File: src/design/videoPkg.sv
// Video pixel generator shared widths, dot and pixel types and register map
package videoPkg;

	// ------------------------------
	// Colour widths
	// ------------------------------
	// Full dot with alpha on top
	localparam int cColorDepth = 16;
	localparam int cAlphaWidth = 4;
	// Colour bits left once alpha is stripped
	localparam int cOutDepth = cColorDepth - cAlphaWidth;
	// Background and player
	localparam int cLayers = 2;

	// Layer dot as queued by a draw layer
	typedef struct packed {
		logic [cAlphaWidth-1:0] alpha;
		logic [cOutDepth-1:0] rgb;
	} dotT;

	// Final pixel for the video sink
	typedef logic [cOutDepth-1:0] pixelT;

	// ------------------------------
	// Configuration register map
	// ------------------------------
	typedef enum logic [3:0] {
		cfgHdisp,
		cfgVdisp,
		cfgRun,
		// Background layer rectangle and colour
		cfgL0X0,
		cfgL0X1,
		cfgL0Y0,
		cfgL0Y1,
		cfgL0Color,
		// Player layer rectangle and colour
		cfgL1X0,
		cfgL1X1,
		cfgL1Y0,
		cfgL1Y1,
		cfgL1Color
	} cfgAddrT;

endpackage

File: src/design/videoIfs.sv
// Raster position and layer rectangle configuration interfaces of the pixel generator
`timescale 1ns/1ps

// Scan position from the counter to the draw layers
interface rasterIf #(
	parameter int pHdisplayWidth = 11,
	parameter int pVdisplayWidth = 11
);
	logic [pHdisplayWidth-1:0] hPos;
	logic [pVdisplayWidth-1:0] vPos;
	// Last visible position of the frame
	logic frameEnd;
	// Position consumed this cycle
	logic advance;

	modport src (output hPos, output vPos, output frameEnd, input advance);
	modport sink (input hPos, input vPos, input frameEnd, input advance);
endinterface

// Rectangle bounds and colour of one draw layer
interface layerCfgIf #(
	parameter int pHdisplayWidth = 11,
	parameter int pVdisplayWidth = 11
);
	import videoPkg::*;
	logic [pHdisplayWidth-1:0] x0;
	logic [pHdisplayWidth-1:0] x1;
	logic [pVdisplayWidth-1:0] y0;
	logic [pVdisplayWidth-1:0] y1;
	dotT color;

	modport src (output x0, output x1, output y0, output y1, output color);
	modport sink (input x0, input x1, input y0, input y1, input color);
endinterface

File: src/design/displayCfg.sv
// Configuration registers for display size, run bit and layer rectangles
`timescale 1ns/1ps

module displayCfg #(
	parameter int pHdisplayWidth = 11,
	parameter int pVdisplayWidth = 11
)(
	input  logic iClk,
	input  logic arstN,
	input  logic cfgWe,
	input  videoPkg::cfgAddrT cfgAddr,
	input  logic [15:0] cfgData,
	output logic [pHdisplayWidth-1:0] hLast,
	output logic [pVdisplayWidth-1:0] vLast,
	output logic run,
	layerCfgIf.src layerCfg [videoPkg::cLayers]
);
	import videoPkg::*;

	// Per layer rectangle and colour
	logic [pHdisplayWidth-1:0] x0Q [cLayers];
	logic [pHdisplayWidth-1:0] x1Q [cLayers];
	logic [pVdisplayWidth-1:0] y0Q [cLayers];
	logic [pVdisplayWidth-1:0] y1Q [cLayers];
	dotT colorQ [cLayers];

	// ------------------------------
	// Register write decode
	// ------------------------------
	always_ff @(posedge iClk or negedge arstN)
	begin
		if (!arstN)
		begin
			hLast <= '0;
			vLast <= '0;
			run <= 1'b0;
			for (int i = 0; i < cLayers; i++)
			begin
				x0Q[i] <= '0;
				x1Q[i] <= '0;
				y0Q[i] <= '0;
				y1Q[i] <= '0;
				colorQ[i] <= '0;
			end
		end
		else if (cfgWe)
		begin
			case (cfgAddr)
				// Size kept as last index, so 480 wide counts 0 to 479
				cfgHdisp: hLast <= cfgData[pHdisplayWidth-1:0] - 1'b1;
				cfgVdisp: vLast <= cfgData[pVdisplayWidth-1:0] - 1'b1;
				cfgRun: run <= cfgData[0];
				// Background layer
				cfgL0X0: x0Q[0] <= cfgData[pHdisplayWidth-1:0];
				cfgL0X1: x1Q[0] <= cfgData[pHdisplayWidth-1:0];
				cfgL0Y0: y0Q[0] <= cfgData[pVdisplayWidth-1:0];
				cfgL0Y1: y1Q[0] <= cfgData[pVdisplayWidth-1:0];
				cfgL0Color: colorQ[0] <= dotT'(cfgData);
				// Player layer
				cfgL1X0: x0Q[1] <= cfgData[pHdisplayWidth-1:0];
				cfgL1X1: x1Q[1] <= cfgData[pHdisplayWidth-1:0];
				cfgL1Y0: y0Q[1] <= cfgData[pVdisplayWidth-1:0];
				cfgL1Y1: y1Q[1] <= cfgData[pVdisplayWidth-1:0];
				cfgL1Color: colorQ[1] <= dotT'(cfgData);
				default: ;
			endcase
		end
	end

	// Drive each layer's bundle
	for (genvar gi = 0; gi < cLayers; gi++)
	begin : gLayerOut
		assign layerCfg[gi].x0 = x0Q[gi];
		assign layerCfg[gi].x1 = x1Q[gi];
		assign layerCfg[gi].y0 = y0Q[gi];
		assign layerCfg[gi].y1 = y1Q[gi];
		assign layerCfg[gi].color = colorQ[gi];
	end

endmodule

File: src/design/drawPosition.sv
// Raster position counter walking the visible area in scan order
`timescale 1ns/1ps

module drawPosition #(
	parameter int pHdisplayWidth = 11,
	parameter int pVdisplayWidth = 11
)(
	input  logic iClk,
	input  logic arstN,
	input  logic [pHdisplayWidth-1:0] hLast,
	input  logic [pVdisplayWidth-1:0] vLast,
	rasterIf.src ras
);

	logic hEnd;
	logic vEnd;

	// End of line and end of frame
	// Compare with >= so a shrunk frame size still wraps
	assign hEnd = (ras.hPos >= hLast);
	assign vEnd = (ras.vPos >= vLast);

	// High on the final visible position
	assign ras.frameEnd = hEnd && vEnd;

	// ------------------------------
	// Horizontal and vertical step
	// ------------------------------
	always_ff @(posedge iClk or negedge arstN)
	begin
		if (!arstN)
		begin
			ras.hPos <= '0;
			ras.vPos <= '0;
		end
		else if (ras.advance)
		begin
			if (hEnd)
			begin
				// New line, or back to the top
				ras.hPos <= '0;
				if (vEnd)
					ras.vPos <= '0;
				else
					ras.vPos <= ras.vPos + 1'b1;
			end
			else
			begin
				ras.hPos <= ras.hPos + 1'b1;
			end
		end
	end

endmodule

File: src/design/pixelFifo.sv
// Synchronous FIFO with registered read data and occupancy based full and empty
`timescale 1ns/1ps

module pixelFifo #(
	parameter type pItem = logic [7:0],
	parameter int pFifoDepth = 16
)(
	input  logic iClk,
	input  logic arstN,
	input  logic wr,
	input  pItem wData,
	output logic full,
	input  logic rd,
	output pItem rData,
	output logic empty
);

	localparam int cAw = (pFifoDepth > 1) ? $clog2(pFifoDepth) : 1;
	localparam int cCw = $clog2(pFifoDepth + 1);

	pItem mem [pFifoDepth];
	logic [cAw-1:0] wPtr;
	logic [cAw-1:0] rPtr;
	logic [cCw-1:0] count;
	logic doWr;
	logic doRd;

	// Pointer step with wrap at any depth
	function automatic logic [cAw-1:0] nextPtr(input logic [cAw-1:0] ptr);
		if (ptr == cAw'(pFifoDepth - 1))
			return '0;
		return ptr + 1'b1;
	endfunction

	// Strobes only act when legal
	assign doWr = wr && !full;
	assign doRd = rd && !empty;

	// Levels from occupancy
	assign full = (count == cCw'(pFifoDepth));
	assign empty = (count == '0);

	// ------------------------------
	// Storage and registered read
	// ------------------------------
	always_ff @(posedge iClk)
	begin
		if (doWr)
			mem[wPtr] <= wData;
		// Valid the cycle after the read strobe
		if (doRd)
			rData <= mem[rPtr];
	end

	// Pointers and occupancy
	always_ff @(posedge iClk or negedge arstN)
	begin
		if (!arstN)
		begin
			wPtr <= '0;
			rPtr <= '0;
			count <= '0;
		end
		else
		begin
			if (doWr)
				wPtr <= nextPtr(wPtr);
			if (doRd)
				rPtr <= nextPtr(rPtr);
			// Simultaneous read and write leaves count alone
			case ({doWr, doRd})
				2'b10: count <= count + 1'b1;
				2'b01: count <= count - 1'b1;
				default: count <= count;
			endcase
		end
	end

endmodule

File: src/design/rectLayer.sv
// Rectangle draw layer turning each raster position into a queued dot
`timescale 1ns/1ps

module rectLayer #(
	parameter int pHdisplayWidth = 11,
	parameter int pVdisplayWidth = 11,
	parameter int pFifoDepth = 16
)(
	input  logic iClk,
	input  logic arstN,
	rasterIf.sink ras,
	layerCfgIf.sink layerCfg,
	output logic full,
	input  logic rd,
	output videoPkg::dotT dot,
	output logic empty
);
	import videoPkg::*;

	logic inH;
	logic inV;
	logic inRect;
	dotT newDot;

	// ------------------------------
	// Rectangle hit test
	// ------------------------------
	// Bounds are inclusive on both ends
	assign inH = (ras.hPos >= layerCfg.x0) && (ras.hPos <= layerCfg.x1);
	assign inV = (ras.vPos >= layerCfg.y0) && (ras.vPos <= layerCfg.y1);
	assign inRect = inH && inV;

	// Configured colour inside, transparent outside
	// Alpha travels with the colour
	assign newDot = inRect ? layerCfg.color : dotT'('0);

	// ------------------------------
	// Dot queue
	// ------------------------------
	// One dot per consumed position
	// Advance is never high while this queue is full
	pixelFifo #(
		.pItem      (dotT),
		.pFifoDepth (pFifoDepth)
	) dotFifo (
		.iClk  (iClk),
		.arstN (arstN),
		.wr    (ras.advance),
		.wData (newDot),
		.full  (full),
		.rd    (rd),
		.rData (dot),
		.empty (empty)
	);

endmodule

File: src/design/dotMerge.sv
// Priority compositor popping all layers together and queueing output pixels
`timescale 1ns/1ps

module dotMerge #(
	parameter int pFifoDepth = 16
)(
	input  logic iClk,
	input  logic arstN,
	input  videoPkg::dotT dots [videoPkg::cLayers],
	input  logic [videoPkg::cLayers-1:0] empties,
	output logic rd,
	input  logic iCke,
	output videoPkg::pixelT oPixel,
	output logic oVd
);
	import videoPkg::*;

	// Pop issued last cycle, dots valid now
	logic popQ;
	pixelT mergedPix;
	logic outFull;
	logic outEmpty;
	logic outRd;

	// ------------------------------
	// Layer pop
	// ------------------------------
	// Every layer holds a dot and the output has room
	// Only one pop in flight, keeps a free slot for the late write
	assign rd = !(|empties) && !outFull && !popQ;

	always_ff @(posedge iClk or negedge arstN)
	begin
		if (!arstN)
			popQ <= 1'b0;
		else
			popQ <= rd;
	end

	// ------------------------------
	// Priority composite
	// ------------------------------
	// Higher layer index sits on top
	// Nonzero alpha counts as opaque
	always_comb
	begin
		mergedPix = '0;
		for (int i = 0; i < cLayers; i++)
		begin
			if (dots[i].alpha != '0)
				mergedPix = dots[i].rgb;
		end
	end

	// Alpha already stripped here
	pixelFifo #(
		.pItem      (pixelT),
		.pFifoDepth (pFifoDepth)
	) outFifo (
		.iClk  (iClk),
		.arstN (arstN),
		.wr    (popQ),
		.wData (mergedPix),
		.full  (outFull),
		.rd    (outRd),
		.rData (oPixel),
		.empty (outEmpty)
	);

	// ------------------------------
	// Sink drain
	// ------------------------------
	assign outRd = iCke && !outEmpty;

	// Read data lands one cycle after the strobe
	always_ff @(posedge iClk or negedge arstN)
	begin
		if (!arstN)
			oVd <= 1'b0;
		else
			oVd <= outRd;
	end

endmodule

File: src/design/videoPixelGen.sv
// Raster pixel generator top with config, position counter, two layers and merge
`timescale 1ns/1ps

module videoPixelGen #(
	parameter int pHdisplayWidth = 11,
	parameter int pVdisplayWidth = 11,
	parameter int pFifoDepth = 16
)(
	input  logic iClk,
	input  logic arstN,
	input  logic cfgWe,
	input  videoPkg::cfgAddrT cfgAddr,
	input  logic [15:0] cfgData,
	input  logic iCke,
	output videoPkg::pixelT oPixel,
	output logic oVd
);
	import videoPkg::*;

	logic [pHdisplayWidth-1:0] hLast;
	logic [pVdisplayWidth-1:0] vLast;
	logic run;
	logic [cLayers-1:0] layerFull;
	logic [cLayers-1:0] layerEmpty;
	dotT layerDot [cLayers];
	// Common pop to all layers
	logic popRd;

	rasterIf #(.pHdisplayWidth(pHdisplayWidth), .pVdisplayWidth(pVdisplayWidth)) ras ();
	layerCfgIf #(
		.pHdisplayWidth (pHdisplayWidth),
		.pVdisplayWidth (pVdisplayWidth)
	) layerCfg [cLayers] ();

	// Step only while running and every layer queue has room
	assign ras.advance = run && !(|layerFull);

	// ------------------------------
	// Config and raster
	// ------------------------------
	displayCfg #(.pHdisplayWidth(pHdisplayWidth), .pVdisplayWidth(pVdisplayWidth)) uCfg (
		.iClk     (iClk),
		.arstN    (arstN),
		.cfgWe    (cfgWe),
		.cfgAddr  (cfgAddr),
		.cfgData  (cfgData),
		.hLast    (hLast),
		.vLast    (vLast),
		.run      (run),
		.layerCfg (layerCfg)
	);

	drawPosition #(.pHdisplayWidth(pHdisplayWidth), .pVdisplayWidth(pVdisplayWidth)) uPos (
		.iClk  (iClk),
		.arstN (arstN),
		.hLast (hLast),
		.vLast (vLast),
		.ras   (ras)
	);

	// Layer 0 background, layer 1 player
	for (genvar gi = 0; gi < cLayers; gi++)
	begin : gLayer
		rectLayer #(
			.pHdisplayWidth (pHdisplayWidth),
			.pVdisplayWidth (pVdisplayWidth),
			.pFifoDepth     (pFifoDepth)
		) uLayer (
			.iClk     (iClk),
			.arstN    (arstN),
			.ras      (ras),
			.layerCfg (layerCfg[gi]),
			.full     (layerFull[gi]),
			.rd       (popRd),
			.dot      (layerDot[gi]),
			.empty    (layerEmpty[gi])
		);
	end

	// Composite and output queue
	dotMerge #(.pFifoDepth(pFifoDepth)) uMerge (
		.iClk    (iClk),
		.arstN   (arstN),
		.dots    (layerDot),
		.empties (layerEmpty),
		.rd      (popRd),
		.iCke    (iCke),
		.oPixel  (oPixel),
		.oVd     (oVd)
	);

endmodule

File: config.mk
export PLATFORM = sky130hd
export DESIGN_NAME = videoPixelGen
export DESIGN_NICKNAME = d
export VERILOG_FILES = /design/src/design/videoPkg.sv /design/src/design/videoIfs.sv /design/src/design/displayCfg.sv /design/src/design/drawPosition.sv /design/src/design/pixelFifo.sv /design/src/design/rectLayer.sv /design/src/design/dotMerge.sv /design/src/design/videoPixelGen.sv
export SDC_FILE = /design/constraint.sdc
export NUM_CORES = 1
export LEC_CHECK = 0
export BUFFER_PORTS_ARGS = -buffer_cell sky130_fd_sc_hd__buf_2
export CORE_MARGIN = 3
export CORE_UTILIZATION = 35
export CTS_CLUSTER_DIAMETER = 120
export CTS_CLUSTER_SIZE = 20
export DETAILED_ROUTE_END_ITERATION = 10
export GPL_TIMING_DRIVEN = 0
export PLACE_DENSITY_LB_ADDON = 0.1
export REMOVE_ABC_BUFFERS = 1
export SLEW_MARGIN = 10
export SYNTH_ARGS = -nofsm -noshare
export SYNTH_HDL_FRONTEND = slang
export SYNTH_SLANG_ARGS = --single-unit
File: constraint.sdc
create_clock -name iClk -period 14.5 [get_ports iClk]
set_input_delay 2.9 -clock iClk [delete_from_list [all_inputs] [get_ports iClk]]
set_output_delay 2.9 -clock iClk [all_outputs]
set_load 0.01 [all_outputs]
==> results of run 1 <==
cells in the mapped netlist, types with 3 or more instances:
cell,count
edfxtp_1,748
dfrtp_1,206
nand2_1,203
o21ai_0,179
ha_1,140
inv_1,138
mux4_2,136
mux2i_1,98
clkbuf_1,88
mux2_2,77
a21oi_1,73
nor2_1,63
and2_1,36
a221oi_1,28
a22oi_1,28
buf_2,25
nand3_1,23
a22o_1,22
nand4_1,22
xnor2_1,21
a21o_1,18
nor3_1,17
xor2_1,15
and3_1,14
a211oi_1,13
nor4_1,13
nand2b_1,10
nand3b_1,9
nor2b_1,9
a31oi_1,6
buf_1,5
o21bai_1,5
and4_1,4
or3_1,4
a2111oi_0,3
fa_1,3
o31ai_1,3
o41ai_1,3
worst max-delay path: stages:
cell	delay (ns)
buf_2	0.09
a21boi_4	0.33
buf_16	0.20
ha_1	0.26
inv_1	0.11
fa_1	0.41
inv_1	0.07
a21o_1	0.11
a21oi_1	0.07
xnor2_1	0.14
nor2_1	0.07
xnor2_1	0.13
sequential cells by signal (all words and copies together) (netlist names), 5 cells and up:
| signal | cells |
|---|---|
| uCfg.layerCfg.y0 | 22 |
| uCfg.layerCfg.y1 | 22 |
| uMerge.outFifo.count | 5 |
| uPos.ras.vPos | 11 |
| uPos.ras.hPos | 11 |
| uCfg.hLast | 11 |
| uMerge.outFifo.rData | 12 |
| gLayer.uLayer.dotFifo.rPtr | 8 |
| uCfg.layerCfg.x0 | 22 |
| gLayer.uLayer.dotFifo.mem | 512 |
| uCfg.layerCfg.x1 | 22 |
| uMerge.outFifo.mem | 192 |
| uCfg.layerCfg.color | 32 |
| gLayer.uLayer.dotFifo.count | 10 |
| gLayer.uLayer.dotFifo.rData | 32 |
| gLayer.uLayer.dotFifo.wPtr | 8 |
| uCfg.vLast | 11 |
kinds of logic after synthesis:
kind of cell	count (synthesis)
DFF	954
adders and majority gates	143
buffers and inverters	262
xor gates and xnor gates	36
AOI/OAI and AO/OA	395
muxes	311
and+or+nand+nor	435
metrics by stage:
step	setup WS, ns	util	power (W)	hold WS [ns]
global route	10.04	0.393	0.00818	0.517
floorplan	8.05	-	0.00532	0.439
CTS	10.21	0.393	0.00784	0.485
detailed placement	9.46	0.380	0.00623	0.464
global placement	4.87	0.368	0.00614	0.457
finish	10.17	0.393	0.00771	0.479
layout make-up:
class / instances / share of cell area
multi-input combinational: 1320 / 0.265
timing repair buffer: 119 / 0.0265
inverter: 139 / 0.0117
antenna: 2 / 0.000112
tap: 1500 / 0.0421
clock buffer: 92 / 0.0335
clock inverter: 3 / 0.00101
sequential: 954 / 0.620
worst max path at each step:
stage | startpoint | end | slack, ns | cells after the start
floorplan | gLayer[1].uLayer.dotFifo.count[0]$_DFFE_PN0P_ | gLayer[0].uLayer.dotFifo.count[4]$_DFFE_PN0P_ | 8.05 | 12
global placement | gLayer[0].uLayer.dotFifo.count[0]$_DFFE_PN0P_ | gLayer[0].uLayer.dotFifo.count[4]$_DFFE_PN0P_ | 4.87 | 12
detailed placement | iCke | uMerge.outFifo.count[4]$_DFFE_PN0P_ | 9.46 | 12
CTS | iCke | uMerge.outFifo.count[4]$_DFFE_PN0P_ | 10.21 | 12
global route | iCke | uMerge.outFifo.count[4]$_DFFE_PN0P_ | 10.04 | 12
finish | iCke | uMerge.outFifo.count[4]$_DFFE_PN0P_ | 10.17 | 12
where the power goes:
group          internal, W  switching (W)
clock network     0.000707       0.000897
registers          0.00349       0.000355
logic             0.000988        0.00128
total              0.00518        0.00253
metal layers:
metal	GRT usage	up-vias	part of all wire
met4	0.0345	0	0.019
met1	0.231	11192	0.46
met2	0.277	301	0.49
met5	0	-	0
li1	-	9760	-
met3	0.0210	103	0.032
==> flow_metrics.tcl, run 1 <==
set metrics [dict create \
    synth_area_um2 40200 \
    drtIter0Drc 1422 \
    post-route-period-util 0.298 \
    drtPass1Iterations 5 \
    layout_commonest_cell "edfxtp_1" \
    cts_tree "done" \
    ant_nets 0 \
    syn_to_final_growth_pct 10.9 \
    routed_wl_um 97300 \
    path_clk_slew_ns 0.09 \
    synth-simple-area-share 0.0511 \
    postCtsSetupRepairBufs 0 \
    reg2regPathDepth 5 \
    rr_startpoint "gLayer[1].uLayer.dotFifo.count[1]$_DFFE_PN0P_" \
    synth_top_area_share 0.559 \
    synth_ff_type "edfxtp_1" \
    via_count 21356 \
    finalCriticalPeriod_ns 4.33 \
    start_util 0.355 \
    numCtsBuffers 53 \
    crit_fanout 14 \
    viasPerCell 5.17 \
    grt_pass1_vias 21977 \
    required_ns 15.07 \
    placed_area_um2 43000 \
    root_buffer "clkbuf_16" \
    finalSetupTns_ns 0 \
    power.density_nw_per_um2 173 \
    synth_compound_area_frac 0.0606 \
    route.detailed.wl_per_inst_um 23.6 \
    synth-adder-area-share 0.0451 \
    min-delay-start "uCfg.layerCfg[1].color[1]$_DFFE_PN0P_" \
    cp.arrival_ns 4.89 \
    r2r_setup_slack_ns 10.56 \
    synth_xor_xnor_area_share 0.00784 \
    postSynthAreaPerCell_um2 15.8 \
    grt_max_degree 93 \
    outcome "finished, final reports clean" \
    clk_path_buf_depth 3 \
    synth_cell_types 59 \
    whs_path_depth 2 \
    yosysTopAreaCell "edfxtp_1" \
    critical_path_class "input pin to flip-flop" \
    drv_slew 0 \
    finalHoldViolCount 0 \
    num_rows 123 \
    end_kind "flip-flop" \
    ys_seq_area_frac 0.687 \
    die-area_um2 119000 \
    setup_violations 0 \
    multi_input_area_um2 11800 \
    max_freq_mhz 231 \
    fillCellCount 10484 \
    io_buffers 36 \
    grt.overflow.total 0 \
    slew_headroom 0.114 \
    dp.cells 4032 \
    async_flop_share 0.216 \
    regToRegEndpoint "gLayer[0].uLayer.dotFifo.mem[9][5]$_DFFE_PP_" \
    hold_buffers 0 \
    max_cap_viol_count 0 \
    placeableCoreArea_um2 113000 \
    skew_ns 0.0280 \
    ir_worst_vdd_uv 108 \
    worst-slew-pin-transition_ns 1.32 \
    h-tree-depth 2 \
    setup.worst_path.start_class "input pin" \
    antenna_found_initial 0 \
    grt_pass1_wl_um 145000 \
    hp-class "flip-flop to flip-flop" \
    hold_path_end "uCfg.layerCfg[1].color[1]$_DFFE_PN0P_" \
    synthMuxAreaShare 0.122 \
    ios 37 \
    dp_hpwl_um 62300 \
    synth_cells 2536 \
    die_y_um 345 \
    fin_nets 2754 \
    register_area_um2 27600 \
    final_area_um2 44600 \
    clkSinkCount 954 \
    rsz0062_at_grt "false" \
    layout-drive-gt1-share 0.176 \
    drc_errors 0 \
    synth.ff_latch_count 954 \
    synth_top_family_by_area "multiplexers" \
    synth_edf_count 748 \
    insertion_delay_ns 0.68 \
    ys_warn_count 0 \
    synth_area_leaders "edfxtp_1 (56%), dfrtp_1 (13%), mux4_2 (7.6%)" \
    track_usage 0.165 \
    ctsResizeCount 0 \
    final_cell_mix "edfxtp_1 (748), nand2_1 (203), dfrtp_1 (198)" \
    fp.dieW_um 345 \
    leakage_nw 15.9 \
    place_congestion 0.747 \
    final_cells 4129 \
]
No activity file was read; power rests on OpenSTA's default activity.
==> inputs of run 2 (changes only) <==
==> constraint.sdc (replaced) <==
create_clock -name iClk -period 3.6 [get_ports iClk]
set_input_delay 0.72 -clock iClk [delete_from_list [all_inputs] [get_ports iClk]]
set_output_delay 0.72 -clock iClk [all_outputs]
set_load 0.01 [all_outputs]
==> flow_metrics.tcl, run 2 (synthesis gave the netlist of run 1 again) <==
set metrics [dict create \
    fin_util 0.394 \
    max_freq_mhz 293 \
    fin_ws_ns 0.185 \
    met3WireLength_um 2990 \
    path_cells "or4_1 -> nor2_1 -> a22o_1" \
    track_usage 0.165 \
    finalCriticalPeriod_ns 3.42 \
    insertion_delay_ns 0.68 \
    fin_nets 2757 \
    syn_to_final_growth_pct 11.0 \
    power.density_nw_per_um2 697 \
    leakage_nw 16.0 \
    max_cap_viol_count 0 \
    via_count 21368 \
    drc_errors 0 \
    fp.dieW_um 345 \
    root_buffer "clkbuf_16" \
    grt.overflow.total 0 \
    placeableCoreArea_um2 113000 \
    drtPass1Iterations 5 \
    top_layer "met4" \
    fillCellCount 10480 \
    die-area_um2 119000 \
    m1WireLength_um 45100 \
    grt_max_degree 93 \
    register_area_um2 27600 \
    largestRegisters "gLayer.uLayer.dotFifo.mem x512, uMerge.outFifo.mem x192" \
    routed_wl_um 97400 \
    dp_hpwl_um 62300 \
    regMostFlops "gLayer.uLayer.dotFifo.mem" \
    slowest_stage "nor2_1" \
    final_cell_mix "edfxtp_1 (748), nand2_1 (203), dfrtp_1 (198)" \
    setup.worst_path.start_class "flip-flop" \
    required_ns 3.99 \
    cpPeakStageDelay_ns 1.16 \
    dr_wl_met2_um 47500 \
    start_util 0.355 \
    finalHoldViolCount 0 \
    ant_nets 0 \
    antenna_found_initial 0 \
    slew_headroom 0.113 \
    whs_ns 0.350 \
    ir_worst_vdd_uv 435 \
    critPathTopFamily "simple AND/OR/NAND/NOR gates" \
    route.detailed.wl_per_inst_um 23.6 \
    final_cells 4131 \
    clkSinkCount 954 \
    cp.arrival_ns 3.81 \
    post-route-period-util 0.949 \
    outcome "finished, final reports clean" \
    dp.cells 4032 \
    h-tree-depth 2 \
    rsz0062_at_grt "false" \
    largest_reg_flops 512 \
    multi_input_area_um2 11800 \
    io_buffers 36 \
    grt_pass1_wl_um 145000 \
    viasPerCell 5.17 \
    crit_buf_inv 0 \
    path_clk_slew_ns 0.09 \
    place_ws_ns -0.460 \
    clk_path_buf_depth 3 \
    ios 37 \
    die_y_um 345 \
    crit_fanout 16 \
    drtIter0Drc 1408 \
    numCtsBuffers 53 \
    place_congestion 0.747 \
    grt_pass1_vias 21989 \
    layout-drive-gt1-share 0.178 \
    hp-class "input pin to flip-flop" \
    skew_ns 0.0281 \
    num_rows 123 \
    setup_violations 0 \
    end_kind "flip-flop" \
    worst-slew-pin-transition_ns 1.33 \
    layout_commonest_cell "edfxtp_1" \
    cts_tree "done" \
    critical_path_class "flip-flop to flip-flop" \
    drv_slew 0 \
]
## run 2: changes by cell type in the layout (fill, tap and decap cells not counted), sizes merged
cell         delta
buf             +2
clkinv          -1
inv             +1
diode           -1
dlygate4sd3     +1
## run 2: final timing paths
check	cells after the start	end	slack (ns)	startpoint
min reg2reg	2	uCfg.layerCfg[1].color[1]$_DFFE_PN0P_	0.48	uCfg.layerCfg[1].color[1]$_DFFE_PN0P_
max in group asynchronous	3	gLayer[0].uLayer.dotFifo.rPtr[1]$_DFFE_PN0P_	2.22	arstN
max reg2reg	3	uMerge.outFifo.mem[15][2]$_DFFE_PP_	0.18	gLayer[1].uLayer.dotFifo.rData[13]$_DFFE_PP_
min	2	uCfg.layerCfg[1].color[13]$_DFFE_PN0P_	0.35	cfgData[13]
min in group asynchronous	2	uCfg.layerCfg[0].color[15]$_DFFE_PN0P_	0.51	arstN
max	3	uMerge.outFifo.mem[15][2]$_DFFE_PP_	0.18	gLayer[1].uLayer.dotFifo.rData[13]$_DFFE_PP_
## run 2: power breakdown
group	leakage [nW]	total, W	switching (W)	internal (W)
registers	9.37	0.0155	0.00143	0.0140
logic	5.89	0.00917	0.00517	0.00400
clock network	0.731	0.00646	0.00361	0.00285
total	16.0	0.0311	0.0102	0.0209
## run 2: what timing repair did
action                                 CTS  global route
setup endpoints to repair              328            33
pin swaps                                1             0
endpoints found under the hold margin   33             0
gates resized for setup                  7             1
setup buffers                            2             0
gates cloned                             0             0
hold buffers                             1             0
## run 2: final cells by class
| class | count | share of cell area |
|---|---|---|
| clock buffers | 92 | 0.0335 |
| clock inverters | 3 | 0.00101 |
| repair buffers | 122 | 0.0276 |
| diodes | 1 | 0.0000561 |
| inverters | 139 | 0.0118 |
| flip-flops and latches | 954 | 0.620 |
| multi-input cells | 1320 | 0.265 |
| well taps | 1500 | 0.0421 |
## run 2: per-layer routing
layer	vias to the layer above	GRT usage
met5	-	0
met4	0	0.0345
met3	102	0.0209
met2	289	0.277
met1	11216	0.231
li1	9761	-
## run 2: per-stage QoR
step	total power [W]	area, µm²	TNS [ns]
2_1_floorplan	0.0214	39700	-82.04
3_3_place_gp	0.0242	41700	-1613.14
6_report	0.0311	44600	0
4_1_cts	0.0316	44600	0
5_1_grt	0.0330	44600	0
3_5_place_dp	0.0251	43000	-65.77
==> inputs of run 3 (changes only) <==
--- a/config.mk
+++ b/config.mk
@@ -14,6 +14,7 @@
 export GPL_TIMING_DRIVEN = 0
 export PLACE_DENSITY_LB_ADDON = 0.1
 export REMOVE_ABC_BUFFERS = 1
+export SETUP_SLACK_MARGIN = 0.4
 export SLEW_MARGIN = 10
 export SYNTH_ARGS = -nofsm -noshare
 export SYNTH_HDL_FRONTEND = slang
==> flow_metrics.tcl, run 3 (synthesis gave the netlist of run 1 again) <==
set metrics [dict create \
    start_util 0.355 \
    setup_violations 0 \
    placed_area_um2 43000 \
    viasPerCell 5.18 \
    grt_max_degree 93 \
    fillCellCount 10464 \
    grt.overflow.total 0 \
    fin_nets 2758 \
    ant_nets 0 \
    outcome "finished, final reports clean" \
    regToRegEndpoint "gLayer[1].uLayer.dotFifo.mem[10][13]$_DFFE_PP_" \
    largest_reg_flops 512 \
    cp.arrival_ns 3.42 \
    final_cell_mix "edfxtp_1 (748), nand2_1 (203), dfrtp_1 (196)" \
    drtPass1Iterations 5 \
    critical_path_class "flip-flop to flip-flop" \
    setup.worst_path.start_class "flip-flop" \
    reg2regPathDepth 8 \
    rsz0062_at_grt "true" \
    root_buffer "clkbuf_16" \
    path_clk_slew_ns 0.09 \
    numCtsBuffers 53 \
    worst-slew-pin-transition_ns 1.23 \
    final_cells 4133 \
    die_y_um 345 \
    leakage_nw 16.0 \
    rr_startpoint "uPos.ras.hPos[8]$_DFFE_PN0N_" \
    finalSetupTns_ns 0 \
    largestRegisters "gLayer.uLayer.dotFifo.mem x512, uMerge.outFifo.mem x192" \
    ir_worst_vdd_uv 437 \
    min-delay-start "cfgData[13]" \
    antenna_found_initial 0 \
    layout-drive-gt1-share 0.190 \
    slew_headroom 0.178 \
    required_ns 3.99 \
    dp_hpwl_um 62300 \
    max_cap_viol_count 0 \
    hold_path_end "uCfg.layerCfg[1].color[13]$_DFFE_PN0P_" \
    routed_wl_um 97400 \
    end_kind "flip-flop" \
    grt_pass1_wl_um 146000 \
    placeableCoreArea_um2 113000 \
    cts_tree "done" \
    finalCriticalPeriod_ns 3.03 \
    drtIter0Drc 1523 \
    skew_ns 0.0311 \
    num_rows 123 \
    ios 37 \
    route.detailed.wl_per_inst_um 23.6 \
    drv_slew 0 \
    drc_errors 0 \
    track_usage 0.165 \
    regMostFlops "gLayer.uLayer.dotFifo.mem" \
    die-area_um2 119000 \
    fp.dieW_um 345 \
    finalHoldViolCount 0 \
    place_congestion 0.747 \
    insertion_delay_ns 0.68 \
    post-route-period-util 0.841 \
    power.density_nw_per_um2 697 \
    hp-class "input pin to flip-flop" \
    dp.cells 4032 \
    io_buffers 36 \
    h-tree-depth 2 \
    final_area_um2 44700 \
    clkSinkCount 954 \
    whs_ns 0.352 \
    clk_path_buf_depth 3 \
    r2r_setup_slack_ns 0.57 \
    via_count 21400 \
    whs_path_depth 2 \
    layout_commonest_cell "edfxtp_1" \
    max_freq_mhz 330 \
    syn_to_final_growth_pct 11.3 \
    total_power_w 0.0312 \
    grt_pass1_vias 22023 \
    crit_fanout 16 \
]
[run 3: worst max path at each step]
stage / start / endpoint / slack, ns / depth (start not counted)
2_1_floorplan: gLayer[1].uLayer.dotFifo.count[0]$_DFFE_PN0P_ / gLayer[0].uLayer.dotFifo.count[4]$_DFFE_PN0P_ / -2.85 / 12
3_3_place_gp: gLayer[0].uLayer.dotFifo.count[0]$_DFFE_PN0P_ / gLayer[0].uLayer.dotFifo.count[4]$_DFFE_PN0P_ / -6.03 / 12
3_5_place_dp: gLayer[0].uLayer.dotFifo.count[0]$_DFFE_PN0P_ / gLayer[0].uLayer.dotFifo.mem[11][13]$_DFFE_PP_ / -0.46 / 5
4_1_cts: uPos.ras.vPos[5]$_DFFE_PN0P_ / gLayer[0].uLayer.dotFifo.mem[9][11]$_DFFE_PP_ / 0.46 / 9
5_1_grt: uMerge.outFifo.count[1]$_DFFE_PN0P_ / uMerge.outFifo.count[4]$_DFFE_PN0P_ / 0.39 / 13
6_report: uPos.ras.hPos[8]$_DFFE_PN0N_ / gLayer[1].uLayer.dotFifo.mem[10][13]$_DFFE_PP_ / 0.57 / 8
[run 3: timing repair]
item | 4_1_cts | 5_1_grt
pin swaps | 1 | 1
gates resized for setup | 22 | 23
hold buffers | 1 | 0
cloned | 0 | 0
hold endpoints to repair | 33 | 0
setup endpoints to repair | 747 | 382
buffers inserted | 2 | 1
[run 3: where the power goes]
part / leakage, nW / total, W / switching, W / internal (W)
Combinational: 5.92 / 0.00920 / 0.00519 / 0.00402
Sequential: 9.37 / 0.0155 / 0.00146 / 0.0140
Clock: 0.731 / 0.00647 / 0.00363 / 0.00285
Total: 16.0 / 0.0312 / 0.0103 / 0.0209
[run 3: area by class of cell]
type	instances	area [µm²]	share of cell area
Sequential cell	954	27600	0.618
Multi-Input combinational cell	1320	11900	0.266
Tap cell	1500	1880	0.0420
Clock buffer	92	1490	0.0334
Timing Repair Buffer	123	1240	0.0277
Inverter	139	534	0.0119
Clock inverter	3	45.0	0.00101
Antenna cell	2	5.00	0.000112
[run 3: layer usage]
| metal | routed length [µm] | vias up | global-route usage |
|---|---|---|---|
| li1 | - | 9765 | - |
| met1 | 45200 | 11252 | 0.231 |
| met2 | 47500 | 279 | 0.277 |
| met3 | 2850 | 104 | 0.0215 |
| met4 | 1840 | 0 | 0.0356 |
| met5 | 0 | - | 0 |
[run 3: metrics by stage]
stage	worst slack, ns	utilization
global route	0.389	0.395
detailed placement	-0.460	0.380
global placement	-6.03	0.368
finish	0.573	0.395
floorplan	-2.85	-
CTS	0.462	0.394
[run 3: worst max-delay path: stages, from the launching register on]
cell and delay (ns):
dfrtp_1 0.61, ha_1 0.32, a21oi_1 0.16, o21ai_0 0.15
a211oi_1 0.28, a21oi_1 0.24, a211oi_4 0.28, buf_8 0.21
and2_1 0.46
